--- src/id_pkg.sv ---
// shared widths, encodings and types of the decode stage, imported by every design unit
`default_nettype none

package id_pkg;

  localparam int XLEN        = 64;
  localparam int INST_WD     = 32;
  localparam int GPR_ADDR_WD = 5;

  localparam logic [INST_WD-1:0] NOP_INST = 32'h0000_0013; // addi x0, x0, 0

  // major opcodes of the supported subset
  typedef enum logic [6:0] {
    OPC_LUI    = 7'b0110111,
    OPC_AUIPC  = 7'b0010111,
    OPC_JAL    = 7'b1101111,
    OPC_JALR   = 7'b1100111,
    OPC_BRANCH = 7'b1100011,
    OPC_LOAD   = 7'b0000011,
    OPC_STORE  = 7'b0100011,
    OPC_OP_IMM = 7'b0010011,
    OPC_OP     = 7'b0110011
  } opcode_e;

  typedef enum logic [4:0] {
    ALU_ADD, ALU_SUB, ALU_SLL, ALU_SLT, ALU_SLTU, ALU_XOR,
    ALU_SRL, ALU_SRA, ALU_OR, ALU_AND, ALU_PASS_B
  } alu_op_e;

  typedef enum logic [3:0] {
    BR_NONE, BR_BEQ, BR_BNE, BR_BLT, BR_BGE, BR_BLTU, BR_BGEU, BR_JAL, BR_JALR
  } br_op_e;

  // same values as funct3 of loads and stores
  typedef enum logic [2:0] {
    MEM_B  = 3'd0,
    MEM_H  = 3'd1,
    MEM_W  = 3'd2,
    MEM_D  = 3'd3,
    MEM_BU = 3'd4,
    MEM_HU = 3'd5,
    MEM_WU = 3'd6
  } mem_op_e;

  typedef enum logic {SRC1_RS1, SRC1_PC} src1_sel_e;

  typedef enum logic [1:0] {SRC2_RS2, SRC2_IMM, SRC2_FOUR} src2_sel_e;

  // one bypass source from a later stage
  typedef struct packed {
    logic [GPR_ADDR_WD-1:0] rd;
    logic [XLEN-1:0]        data;
  } fwd_t;

endpackage

`default_nettype wire

--- src/decode_if.sv ---
// decoded instruction fields, driven by the decoder and read by the operand, branch and stage logic
`timescale 1ns/1ns
`default_nettype none

interface decode_if import id_pkg::*; ();

  logic [GPR_ADDR_WD-1:0] rs1;
  logic [GPR_ADDR_WD-1:0] rs2;
  logic [GPR_ADDR_WD-1:0] rd;
  logic [XLEN-1:0]        imm;
  br_op_e                 br_op;
  alu_op_e                alu_op;
  src1_sel_e              src1_sel;
  src2_sel_e              src2_sel;
  logic                   gpr_wen;
  logic                   mem_ren;
  logic                   mem_wen;
  mem_op_e                mem_op;
  logic                   load_sel; // needs a stall when consumed next
  logic                   invalid;

  modport decoder (
    output rs1, rs2, rd, imm, br_op, alu_op, src1_sel, src2_sel,
           gpr_wen, mem_ren, mem_wen, mem_op, load_sel, invalid
  );

  modport operand (input rs1, rs2);

  modport branch (input br_op, imm);

  modport stage (
    input rd, imm, alu_op, src1_sel, src2_sel, gpr_wen, mem_ren, mem_wen,
          mem_op, load_sel, invalid
  );

endinterface

`default_nettype wire

--- src/id_decoder.sv ---
// combinational decoder of the RV64I subset, fills decode_if from the latched instruction
`timescale 1ns/1ns
`default_nettype none

module id_decoder import id_pkg::*; (
  input  logic [INST_WD-1:0] i_inst,
  decode_if.decoder          dif
);

  opcode_e                opcode;
  logic [2:0]             funct3;
  logic [6:0]             funct7;
  logic [GPR_ADDR_WD-1:0] rd_field;
  logic [XLEN-1:0]        imm_i, imm_s, imm_b, imm_u, imm_j;
  logic                   use_rs1;
  logic                   use_rs2;
  logic                   use_rd;
  logic                   bad_shift;

  function automatic alu_op_e alu_from_f3(input logic [2:0] f3, input logic alt);
    case (f3)
      3'b000:  return alt ? ALU_SUB : ALU_ADD;
      3'b001:  return ALU_SLL;
      3'b010:  return ALU_SLT;
      3'b011:  return ALU_SLTU;
      3'b100:  return ALU_XOR;
      3'b101:  return alt ? ALU_SRA : ALU_SRL;
      3'b110:  return ALU_OR;
      default: return ALU_AND;
    endcase
  endfunction

  assign opcode   = opcode_e'(i_inst[6:0]);
  assign funct3   = i_inst[14:12];
  assign funct7   = i_inst[31:25];
  assign rd_field = i_inst[11:7];

  assign imm_i = {{(XLEN-12){i_inst[31]}}, i_inst[31:20]};
  assign imm_s = {{(XLEN-12){i_inst[31]}}, i_inst[31:25], i_inst[11:7]};
  assign imm_b = {{(XLEN-13){i_inst[31]}}, i_inst[31], i_inst[7], i_inst[30:25],
                  i_inst[11:8], 1'b0};
  assign imm_u = {{(XLEN-32){i_inst[31]}}, i_inst[31:12], 12'b0};
  assign imm_j = {{(XLEN-21){i_inst[31]}}, i_inst[31], i_inst[19:12], i_inst[20],
                  i_inst[30:21], 1'b0};

  // rv64 shamt is 6 bits, only bit 30 may differ
  assign bad_shift = (funct3 == 3'b001 && funct7[6:1] != 6'b000000) ||
                     (funct3 == 3'b101 && funct7[6:1] != 6'b000000 &&
                      funct7[6:1] != 6'b010000);

  always_comb begin
    dif.alu_op   = ALU_ADD;
    dif.src1_sel = SRC1_RS1;
    dif.src2_sel = SRC2_IMM;
    dif.br_op    = BR_NONE;
    dif.imm      = imm_i;
    dif.mem_ren  = 1'b0;
    dif.mem_wen  = 1'b0;
    dif.mem_op   = mem_op_e'(funct3);
    dif.load_sel = 1'b0;
    dif.invalid  = 1'b0;
    use_rs1      = 1'b0;
    use_rs2      = 1'b0;
    use_rd       = 1'b0;
    case (opcode)
      OPC_LUI: begin
        dif.alu_op = ALU_PASS_B;
        dif.imm    = imm_u;
        use_rd     = 1'b1;
      end
      OPC_AUIPC: begin
        dif.src1_sel = SRC1_PC;
        dif.imm      = imm_u;
        use_rd       = 1'b1;
      end
      OPC_JAL: begin
        dif.src1_sel = SRC1_PC;
        dif.src2_sel = SRC2_FOUR; // link value pc+4
        dif.br_op    = BR_JAL;
        dif.imm      = imm_j;
        use_rd       = 1'b1;
      end
      OPC_JALR: begin
        dif.src1_sel = SRC1_PC;
        dif.src2_sel = SRC2_FOUR;
        dif.br_op    = BR_JALR;
        dif.invalid  = (funct3 != 3'b000);
        use_rs1      = 1'b1;
        use_rd       = 1'b1;
      end
      OPC_BRANCH: begin
        dif.imm = imm_b;
        use_rs1 = 1'b1;
        use_rs2 = 1'b1;
        case (funct3)
          3'b000:  dif.br_op = BR_BEQ;
          3'b001:  dif.br_op = BR_BNE;
          3'b100:  dif.br_op = BR_BLT;
          3'b101:  dif.br_op = BR_BGE;
          3'b110:  dif.br_op = BR_BLTU;
          3'b111:  dif.br_op = BR_BGEU;
          default: dif.invalid = 1'b1;
        endcase
      end
      OPC_LOAD: begin
        dif.mem_ren  = 1'b1;
        dif.load_sel = 1'b1;
        dif.invalid  = (funct3 == 3'b111);
        use_rs1      = 1'b1;
        use_rd       = 1'b1;
      end
      OPC_STORE: begin
        dif.mem_wen = 1'b1;
        dif.imm     = imm_s;
        dif.invalid = funct3[2]; // only sb..sd
        use_rs1     = 1'b1;
        use_rs2     = 1'b1;
      end
      OPC_OP_IMM: begin
        dif.alu_op  = alu_from_f3(funct3, funct3 == 3'b101 && funct7[5]);
        dif.invalid = bad_shift;
        use_rs1     = 1'b1;
        use_rd      = 1'b1;
      end
      OPC_OP: begin
        dif.alu_op   = alu_from_f3(funct3, funct7[5]);
        dif.src2_sel = SRC2_RS2;
        dif.invalid  = !(funct7 == 7'h00 ||
                         (funct7 == 7'h20 && (funct3 == 3'b000 || funct3 == 3'b101)));
        use_rs1      = 1'b1;
        use_rs2      = 1'b1;
        use_rd       = 1'b1;
      end
      default: dif.invalid = 1'b1;
    endcase
    if (dif.invalid) begin // squash every side effect
      dif.br_op    = BR_NONE;
      dif.mem_ren  = 1'b0;
      dif.mem_wen  = 1'b0;
      dif.load_sel = 1'b0;
      use_rd       = 1'b0;
    end
  end

  // unused source fields read as x0 so they never hit a bypass or stall
  assign dif.rs1     = use_rs1 ? i_inst[19:15] : '0;
  assign dif.rs2     = use_rs2 ? i_inst[24:20] : '0;
  assign dif.rd      = use_rd ? rd_field : '0;
  assign dif.gpr_wen = use_rd && (rd_field != '0);

endmodule

`default_nettype wire

--- src/flat_wrapper.sv ---
// flat-port wrapper written by rule: the top's interface ports become plain ports
module id_decoder_flat import id_pkg::*;
  (i_inst, dif_rs1, dif_rs2, dif_rd, dif_imm, dif_br_op, dif_alu_op, dif_src1_sel, dif_src2_sel, dif_gpr_wen, dif_mem_ren, dif_mem_wen, dif_mem_op, dif_load_sel, dif_invalid);
  decode_if dif_i ();
  input  logic [INST_WD-1:0] i_inst;
  output wire logic [$bits(dif_i.rs1)-1:0] dif_rs1;
  output wire logic [$bits(dif_i.rs2)-1:0] dif_rs2;
  output wire logic [$bits(dif_i.rd)-1:0] dif_rd;
  output wire logic [$bits(dif_i.imm)-1:0] dif_imm;
  output wire logic [$bits(dif_i.br_op)-1:0] dif_br_op;
  output wire logic [$bits(dif_i.alu_op)-1:0] dif_alu_op;
  output wire logic [$bits(dif_i.src1_sel)-1:0] dif_src1_sel;
  output wire logic [$bits(dif_i.src2_sel)-1:0] dif_src2_sel;
  output wire logic [$bits(dif_i.gpr_wen)-1:0] dif_gpr_wen;
  output wire logic [$bits(dif_i.mem_ren)-1:0] dif_mem_ren;
  output wire logic [$bits(dif_i.mem_wen)-1:0] dif_mem_wen;
  output wire logic [$bits(dif_i.mem_op)-1:0] dif_mem_op;
  output wire logic [$bits(dif_i.load_sel)-1:0] dif_load_sel;
  output wire logic [$bits(dif_i.invalid)-1:0] dif_invalid;
  assign dif_rs1 = dif_i.rs1;
  assign dif_rs2 = dif_i.rs2;
  assign dif_rd = dif_i.rd;
  assign dif_imm = dif_i.imm;
  assign dif_br_op = dif_i.br_op;
  assign dif_alu_op = dif_i.alu_op;
  assign dif_src1_sel = dif_i.src1_sel;
  assign dif_src2_sel = dif_i.src2_sel;
  assign dif_gpr_wen = dif_i.gpr_wen;
  assign dif_mem_ren = dif_i.mem_ren;
  assign dif_mem_wen = dif_i.mem_wen;
  assign dif_mem_op = dif_i.mem_op;
  assign dif_load_sel = dif_i.load_sel;
  assign dif_invalid = dif_i.invalid;
  id_decoder u_core (.i_inst(i_inst), .dif(dif_i));
endmodule
--- config.mk ---
export PLATFORM = sky130hd
export DESIGN_NAME = id_decoder_flat
export DESIGN_NICKNAME = d
export VERILOG_FILES = /design/src/id_pkg.sv /design/src/decode_if.sv /design/src/id_decoder.sv /design/src/flat_wrapper.sv
export SDC_FILE = /design/constraint.sdc
export NUM_CORES = 1
export LEC_CHECK = 0
export BUFFER_PORTS_ARGS = -buffer_cell sky130_fd_sc_hd__buf_2
export CAP_MARGIN = 40
export CORE_MARGIN = 2
export CORE_UTILIZATION = 40
export DETAILED_ROUTE_END_ITERATION = 16
export PLACE_DENSITY = 0.91
export SLEW_MARGIN = 20
export SYNTH_ARGS = -nofsm -noshare
export SYNTH_HDL_FRONTEND = slang
export SYNTH_SLANG_ARGS = --single-unit
export TNS_END_PERCENT = 1
--- constraint.sdc ---
create_clock -name vclk -period 4.29
set_input_delay 0.858 -clock vclk [all_inputs]
set_output_delay 0.858 -clock vclk [all_outputs]
set_load 0.02 [all_outputs]
; Word level (Yosys, flattened, before mapping)
; Index checks and enable logic that the tools add are counted.
[word_totals]
reg_bits = 0
output_inout_bits = 99
word_cells = 67
input_bits = 32
[op_classes]
n_eq_ne = 18
muxes = 26
n_reduce_logical = 23
[ops]
columns = op, n
row1 = $pmux W31 S4, 1
row2 = $pmux W5 S7, 2
row3 = $eq A7 B6 Y1 const B, 4
row4 = $eq A7 B7 Y1 const B, 3
row5 = $pmux W3 S6, 1
row6 = $mux W5, 3
row7 = $pmux W5 S3, 1
row8 = $eq A7 B5 Y1 const B, 2
row9 = $mux W1, 14
row10 = $eq A3 B3 Y1 const B, 4
row11 = $pmux W4 S3, 1
row12 = $reduce_or A6 Y1, 2
row13 = $reduce_or A3 Y1, 3
row14 = $eq A7 B2 Y1 const B, 1
row15 = $logic_not A7 Y1, 1
row16 = $pmux W1 S7, 1
row17 = $reduce_or A7 Y1, 1
row18 = $eq A3 B2 Y1 const B, 2
row19 = $logic_and A1 B1 Y1, 6
row20 = $ne A6 B5 Y1 const B, 1
row21 = $reduce_bool A6 Y1, 1
row22 = $reduce_bool A5 Y1, 1
row23 = $mux W4, 1
row24 = $pmux W2 S2, 1
row25 = other kinds (6), 9

; Logic depth before layout (Yosys ltp)
; Gate-level depths: netlist of run 1.
[depth]
word_depth = 8
ltp_mapped = 7

; Least setup slack after synthesis of run 1
; OpenSTA, ideal clock, no wires.
[synth_timing]
path_type = input -> output
start = input i_inst[13]
end = output dif_br_op[3]
path_slack_ps = 1200
path_buffers = 1
arrival_time_ps = 2232
t_required_ps = 3432
cell_stages = 5
path_cell_list = clkbuf_1 -> nor2b_1 -> o211ai_2 -> o41ai_4 -> nor4_1
[synth_via]
elab_chain_cells = 7
elab_cells_between_ends = 19
classes_between = 5 x eq/ne / 3 x mux / 11 x reduce/logical
[synth_rtl]
columns = item, line
row1 = from (decl), flat_wrapper.sv:5  ; input logic [INST_WD-1:0] i_inst;
row2 = "parallel branches: the longest is 5 deep, another holds $reduce_or A6 Y1", n/a
row3 = $pmux W1 S7 (*), id_decoder.sv:65  ; case (opcode)
row4 = $mux W4 (*), id_decoder.sv:136  ; if (dif.invalid) begin
row5 = to (decl), flat_wrapper.sv:10  ; output wire logic [$bits(dif_i.br_op)-1:0] dif_br_op;
; Every way passes the cells marked *.

; Final worst setup path of run 1
[layout_timing]
start = input i_inst[31]
end = output dif_rd[3]
[layout_via]
elab_chain_cells = 7
elab_cells_between_ends = 14
classes_between = 2 x eq/ne / 3 x mux / 9 x reduce/logical
[layout_rtl]
columns = item, line
row1 = $eq A7 B6 Y1 / $reduce_bool A6 Y1 (equally long branches), "id_decoder.sv:129, id_decoder.sv:47, id_decoder.sv:48"
row2 = $logic_and A1 B1 Y1 (on tied branches), "id_decoder.sv:129, id_decoder.sv:48"
row3 = $logic_or A1 B1 Y1 / $logic_and A1 B1 Y1 (equally long branches), "id_decoder.sv:128, id_decoder.sv:48"
row4 = $logic_not A1 Y1 / $logic_or A1 B1 Y1 (equally long branches), "id_decoder.sv:128, id_decoder.sv:47"
row5 = $pmux W1 S7 (*), id_decoder.sv:65
row6 = $mux W1 (*), id_decoder.sv:136
row7 = $mux W5 (*), id_decoder.sv:148  ; assign dif.rd = use_rd ? rd_field : '0;
row8 = to (decl), flat_wrapper.sv:8  ; output wire logic [$bits(dif_i.rd)-1:0] dif_rd;
; Every way passes the cells marked *; elsewhere a longest branch is shown, timed or not.

==> results of run 1 <==
==> worst max-delay path, stage by stage <==
cell and delay (ps):
buf_2 100, nor3_1 320, nand3b_1 130, a31o_2 290
nor4_4 350, and2_1 200, buf_2 170
==> where the power goes <==
part           internal [mW]  switching, mW  total [mW]
Combinational         0.0579          0.111       0.169
Sequential                 0              0           0
Clock                      0              0           0
==> kinds of logic (layout without fill, tap and decap cells) <==
logic type	after synthesis	count (layout)
AND/OR/NAND/NOR	78	78
buffers and inverters	56	139
AO/OA/AOI/OAI	55	55
other	1	1
XOR/XNOR	1	1
multiplexers	1	1
==> per-layer routing <==
layer | up-vias | routed length [microns] | GRT usage [%]
li1 | 797 | - | -
met1 | 739 | 1530 | 26.2
met2 | 106 | 2010 | 39.1
met3 | 6 | 376 | 0.655
met4 | 0 | 46 | 2.86
met5 | - | 0 | 0
==> Yosys cell counts (all sizes together) (2+ instances only) <==
cell / number
nand3: 2
o211ai: 3
nand3b: 4
o21ai: 15
clkbuf: 7
o31ai: 2
nor2b: 9
nor2: 10
buf: 43
or4: 3
nand2b: 3
a22oi: 2
and3b: 2
nor4: 3
a22o: 5
o21a: 3
nand2: 18
nor3: 4
a31oi: 2
a21o: 13
and2: 17
a21oi: 4
inv: 6
==> path summary, 6_finish.rpt <==
path,cells past startpoint,slack (ps),start,endpoint
worst min-delay path,2,2050,i_inst[12],dif_mem_op[0]
worst max-delay path,7,1000,i_inst[31],dif_rd[3]
==> layout make-up <==
| cell class | instances | share of cell area, % |
|---|---|---|
| Tap cell | 33 | 2.56 |
| Multi-Input combinational cell | 136 | 54.3 |
| Inverter | 6 | 1.40 |
| Timing Repair Buffer | 133 | 41.7 |
==> impl_results.md, run 1 <==
* Outcome: finished clean
* Hold Fails Final Rpt at 0
* Total GRT Usage at 20.6%
* Synth top area cells: buf_4, and2_1, a21o_1
* Hold Slack at 2050 ps
* Place WS at 980 ps
* Routed via count at 1,648
* Pin count of the biggest net entering global routing at 37
* Max_cap viols at 0
* Register area share after synthesis at 0%
* Util after Layout at 53.8%
* Post-synthesis adder-cell area fraction at 0%
* DR DRC count at 0
* Resized cells post-CTS at 0
* LEAKAGE at 1.00 nW
* Gr ovfl total at 0
* Antenna Nets Post-Route at 0
* RSZ-0062 raised after global routing: no
* Netlist cell types at 39
* Nets at 309
* Crit Path Category: primary input to output pin
* Synth Instances at 192
* Placed instance area at 1610 sq um
* Pwr Total at 0.169 mW
* Postcts setup bufs at 0
* Fill count at 315
* Synth Area in Compound Gates at 32.4%
* Core outline area at 3000 sq um
* Setup WS post-layout at 999 ps
* Vias in the first global route at 1,328
* Least-Margin Pin Slew at 565 ps
* Crit. End Element: output pin
* Crit start category: primary input
* Die area at 3550 sq um
* Total nets after synthesis at 224
* Commonest non-fill, non-tap cell in the layout: buf_2
* Clock buffers at 0
* First-pass DRT Iterations at 4
* Final Instance Area at 1610 sq um
* DRT iter0 DRCs at 86
* Largest family of logic cells by synthesized area: simple AND/OR/NAND/NOR gates
* Period utilization at 76.7%
* Cell Pwr Density at 105 nW/um^2
* Port bufs at 130
* Critical Path AT at 2430 ps
* # rows at 20
* Slew Viols, Final at 0
* Post-detail-place hpwl at 3.28 mm
* Leading cell types in the layout, fill and taps excluded: buf_2, nand2_1, and2_1, o21ai_0, a21o_1
* Post-synthesis simple-gate area fraction at 36.7%
* Footprint of the multi-input gates at 877 sq um
* Non-Filler Instances at 308
* Register area at 0 sq um
* IO Count at 131
* VDD IR max at 41.5 uV
* Synth area leader: buf_4
* Die width at 59.6 microns
* CTS Hold Buffers Added at 0
* Initial antenna violation count at 0
* Worst EP required at 3430 ps
* Routed vias/inst at 5.35
* Syn_area_per_cell at 6.44 sq um
* Ant diodes at 0
* Seq cells at 0
* Max_slew headroom at 62.1%
* Fmax at 304 MHz
* Xor and xnor area share after synthesis at 0.709%
* Post-Route WL at 3.97 mm
* Cell Area, Synth at 1240 sq um
* Hold crit path type: primary input to output pin
* Top cell type's share of synthesized area at 23.1%
* Placed insts at 308
* GPL Wtd Cong at 0.916
* Routed len/inst at 12.9 microns
* Layout cell share with drive strength beyond 1 at 50.5%
* Die height at 59.6 microns
* Syn-to-layout area delta at 30.6%
* Initial Util at 41.2%
* First-pass GRT wire length at 5.89 mm
* Min Tclk post-route at 3290 ps
* Mux contribution to synthesized area at 0.810%
* YS warnings at 0
* Final setup fails at 0
* Setup TNS at 0 ps
* CP Max Fanout at 6
No activity file was read; power rests on OpenSTA's default activity.
==> run 2, diff against run 1 <==
--- a/config.mk
+++ b/config.mk
@@ -8,9 +8,9 @@
 export BUFFER_PORTS_ARGS = -buffer_cell sky130_fd_sc_hd__buf_2
 export CAP_MARGIN = 40
 export CORE_MARGIN = 2
-export CORE_UTILIZATION = 40
+export CORE_UTILIZATION = 37
 export DETAILED_ROUTE_END_ITERATION = 16
-export PLACE_DENSITY = 0.91
+export PLACE_DENSITY = 0.85
 export SLEW_MARGIN = 20
 export SYNTH_ARGS = -nofsm -noshare
 export SYNTH_HDL_FRONTEND = slang
==> constraint.sdc (replaced) <==
create_clock -name vclk -period 3.2
set_input_delay 0.64 -clock vclk [all_inputs]
set_output_delay 0.64 -clock vclk [all_outputs]
set_load 0.02 [all_outputs]
==> impl_results.md, run 2 (same netlist as run 1, synthesis figures left out) <==
* Max_slew headroom at 64.3%
* # rows at 20
* Seq cells at 0
* Util after Layout at 52.0%
* Die area at 3820 sq um
* Port bufs at 130
* Hold endpoint: dif_mem_op[0]
* Clock buffers at 0
* Routed via count at 1,617
* Routed vias/inst at 5.07
* Critical Path AT at 2220 ps
* Postcts setup bufs at 0
* Int Pwr at 0.0776 mW
* Core outline area at 3130 sq um
* Critical path, cell by cell: buf_2 > and3b_1 > nand2_1 > o41ai_4 > nor4_4 > and2_1 > buf_2
* CTS Hold Buffers Added at 0
* Antenna Nets Post-Route at 0
* Final Instance Area at 1630 sq um
* Crit start category: primary input
* Placed insts at 319
* Logic pwr share at 100.0%
* Hold depth at 2
* Least-Margin Pin Slew at 533 ps
* Setup TNS at 0 ps
* Hold Fails Final Rpt at 0
* Vias in the first global route at 1,260
* Hold crit path type: primary input to output pin
* First-pass GRT wire length at 5.78 mm
* Fill count at 319
* Final setup fails at 0
* Worst Hold Launch: i_inst[12]
* Seq pwr share at 0%
* Post-Route WL at 4.03 mm
* Nets at 309
* RSZ-0062 raised after global routing: no
* VDD IR max at 51.8 uV
* Commonest non-fill, non-tap cell in the layout: buf_2
* Ant diodes at 0
* Min Tclk post-route at 2860 ps
* Total GRT Usage at 19.2%
* Outcome: finished clean
* Non-Filler Instances at 319
* DRT iter0 DRCs at 69
* Slew Viols, Final at 0
* Switching share of power at 65.7%
* Gr ovfl total at 0
* Crit. End Element: output pin
* GPL Wtd Cong at 0.920
* Crit path largest cell delay at 500 ps
* Post-detail-place hpwl at 3.31 mm
* Die height at 61.8 microns
* Die width at 61.8 microns
* Cell Pwr Density at 139 nW/um^2
* Initial Util at 39.5%
* Crit Path Category: primary input to output pin
* IO Count at 131
* Clock power frac at 0%
* Layout cell share with drive strength beyond 1 at 50.5%
* Period utilization at 89.4%
* Hold Slack at 1610 ps
* Worst EP required at 2560 ps
* Leading cell types in the layout, fill and taps excluded: buf_2, nand2_1, and2_1, o21ai_0, a21o_1
* Worst path most repeated cell: buf_2
* Pin count of the biggest net entering global routing at 37
* Switching pwr at 0.149 mW
* Routed len/inst at 12.6 microns
* Slowest cell on crit path: o41ai_4
* Initial antenna violation count at 0
* Placed instance area at 1630 sq um
* DR DRC count at 0
* Register area at 0 sq um
* First-pass DRT Iterations at 4
* Resized cells post-CTS at 0
* Footprint of the multi-input gates at 877 sq um
* CP Max Fanout at 9
* Fmax at 350 MHz
* Max_cap viols at 0
* Syn-to-layout area delta at 31.7%
* LEAKAGE at 1.00 nW
==> run 2: cell counts in the layout (fill, tap and decap cells not counted) <==
Identical to the previous run, type by type.
==> run 2: worst max path at each step <==
stage | from | end | slack [ps] | cells past startpoint
2_1_floorplan | i_inst[13] | dif_br_op[3] | 550 | 5
3_3_place_gp | i_inst[3] | dif_imm[28] | 350 | 6
3_5_place_dp | i_inst[31] | dif_rd[3] | 340 | 7
4_1_cts | i_inst[31] | dif_rd[3] | 340 | 7
5_1_grt | i_inst[3] | dif_rd[3] | 220 | 7
6_report | i_inst[3] | dif_rd[3] | 340 | 7
==> run 2: per-layer routing <==
layer	GRT usage, %	up-vias	wire length [microns]	part of all wire [%]
li1	-	795	-	-
met4	2.43	0	53	1.3
met5	0	-	0	0
met1	24.1	720	1630	40
met3	1.66	6	332	8.2
met2	36.4	96	2020	50
==> run 2: area by class of cell <==
class / instances / area share (%)
multi-input cells: 136 / 53.9
repair buffers: 133 / 41.4
well taps: 44 / 3.38
inverters: 6 / 1.38
==> run 2: per-stage QoR <==
step / power, mW / worst slack (ps)
floorplan: 0.169 / 546
global placement: 0.223 / 346
detailed placement: 0.226 / 344
CTS: 0.226 / 345
global route: 0.248 / 217
finish: 0.226 / 340
==> run 2: power by group through the flow <==
stage | registers [mW] | clock network (mW) | logic [mW]
2_1_floorplan | 0 | 0 | 0.169
3_3_place_gp | 0 | 0 | 0.223
3_5_place_dp | 0 | 0 | 0.226
4_1_cts | 0 | 0 | 0.226
5_1_grt | 0 | 0 | 0.248
6_report | 0 | 0 | 0.226
==> run 2: critical path: cells and delay by family <==
family	cells	cell delay, ps
AO/OA/AOI/OAI	1	500
AND/OR/NAND/NOR	4	770
buffers and inverters	2	300
==> run 3, diff against run 2 <==
--- a/config.mk
+++ b/config.mk
@@ -8,9 +8,9 @@
 export BUFFER_PORTS_ARGS = -buffer_cell sky130_fd_sc_hd__buf_2
 export CAP_MARGIN = 40
 export CORE_MARGIN = 2
-export CORE_UTILIZATION = 37
+export CORE_UTILIZATION = 33
 export DETAILED_ROUTE_END_ITERATION = 16
-export PLACE_DENSITY = 0.85
+export PLACE_DENSITY = 0.8
 export SLEW_MARGIN = 20
 export SYNTH_ARGS = -nofsm -noshare
 export SYNTH_HDL_FRONTEND = slang
==> constraint.sdc (replaced) <==
create_clock -name vclk -period 2.6
set_input_delay 0.52 -clock vclk [all_inputs]
set_output_delay 0.52 -clock vclk [all_outputs]
set_load 0.02 [all_outputs]
==> impl_results.md, run 3 (same netlist as run 1, synthesis figures left out) <==
* Crit start category: primary input
* IO Count at 131
* Fill count at 385
* Ant diodes at 0
* Commonest non-fill, non-tap cell in the layout: buf_2
* Routed len/inst at 12.5 microns
* Final setup fails at 0
* Leading cell types in the layout, fill and taps excluded: buf_2, nand2_1, buf_4, o21ai_0
* Syn-to-layout area delta at 43.6%
* Worst Hold Launch: i_inst[13]
* GPL Wtd Cong at 0.888
* Initial Util at 34.0%
* DR DRC count at 0
* Clock buffers at 0
* DRT iter0 DRCs at 47
* Routed vias/inst at 4.98
* CP Max Fanout at 6
* Hold crit path type: primary input to output pin
* Total GRT Usage at 17.6%
* Hold Fails Final Rpt at 0
* Crit. End Element: output pin
* Max_cap viols at 0
* Crit Path Category: primary input to output pin
* Crit path from: i_inst[3]
* Pin count of the biggest net entering global routing at 37
* Critical Path AT at 2010 ps
* Gr ovfl total at 0
* Outcome: finished clean
* Hold depth at 2
* Slew Viols, Final at 0
* First-pass DRT Iterations at 5
* Worst EP required at 2080 ps
* Util after Layout at 48.9%
* VDD IR max at 59.1 uV
* Layout cell share with drive strength beyond 1 at 55.4%
* Register area at 0 sq um
* Critical path, cell by cell: buf_2 > buf_4 > nor4bb_2 > and2_4 > a31o_2 > nor4_4 > buf_4 > and2_1 > buf_4
* Nets at 321
* Final Instance Area at 1780 sq um
* Hold endpoint: dif_mem_op[1]
* LEAKAGE at 1.07 nW
* Core outline area at 3630 sq um
* Routed via count at 1,669
* Vias in the first global route at 1,346
* Port bufs at 130
* Die width at 65.2 microns
* # rows at 22
* Cell Pwr Density at 165 nW/um^2
* Die height at 65.2 microns
* Slowest cell on crit path: nor4bb_2
* First-pass GRT wire length at 6.26 mm
* Period utilization at 97.4%
* Crit path largest cell delay at 320 ps
* Placed instance area at 1710 sq um
* Worst path most repeated cell: buf_4
* Initial antenna violation count at 0
* CTS Hold Buffers Added at 0
* Die area at 4250 sq um
* Seq cells at 0
* Antenna Nets Post-Route at 0
* Post-Route WL at 4.19 mm
* Fmax at 395 MHz
* Min Tclk post-route at 2530 ps
* Post-detail-place hpwl at 3.41 mm
run 3: stage by stage:
step / hold slack, ps / std cells / total power, mW / setup slack, ps / TNS, ps
floorplan: 1150 / 192 / 0.208 / 186 / 0
CTS: 1320 / 333 / 0.288 / 32.4 / 0
finish: 1320 / 335 / 0.293 / 66.6 / 0
detailed placement: 1320 / 333 / 0.287 / 9.06 / 0
global placement: 1320 / 332 / 0.283 / 73.4 / 0
global route: 1330 / 335 / 0.316 / -60.6 / -225
run 3: worst max-delay path, delay by kind of cell:
family	cells	cell delay [ps]
buf+inv	4	560
simple gates	4	720
compound gates	1	200
run 3: area by class of cell:
class                      count  area [sq um]  share of cell area (%)
tap                           48          60.1                    3.38
multi-input combinational    136           903                    50.9
inverter                       6          22.5                    1.27
timing repair buffer         145           790                    44.5
run 3: layer usage:
| layer | track usage (%) | wire [microns] | up-vias |
|---|---|---|---|
| met2 | 31.3 | 2190 | 83 |
| met3 | 0.856 | 285 | 4 |
| li1 | - | - | 819 |
| met5 | 0 | 0 | - |
| met4 | 3.91 | 40 | 0 |
| met1 | 23.2 | 1680 | 763 |
run 3: repair_timing:
action / in CTS / in global routing
setup endpoints to repair: 2 / 7
setup buffers: 0 / 2
gates resized for setup: 0 / 17
pin swaps: 1 / 10
run 3: worst max path at each step:
stage / slack (ps) / end / depth (start not counted)
after floorplan: 190 / dif_br_op[3] / 5
after global placement: 70 / dif_imm[24] / 6
final: 70 / dif_rd[0] / 9
after global routing: -60 / dif_rd[3] / 9
after detailed placement: 9 / dif_rd[1] / 8
after CTS: 30 / dif_invalid / 7
run 3: power by group:
group	switching, mW	internal [mW]
combinational	0.187	0.106
clock	0	0
sequential	0	0
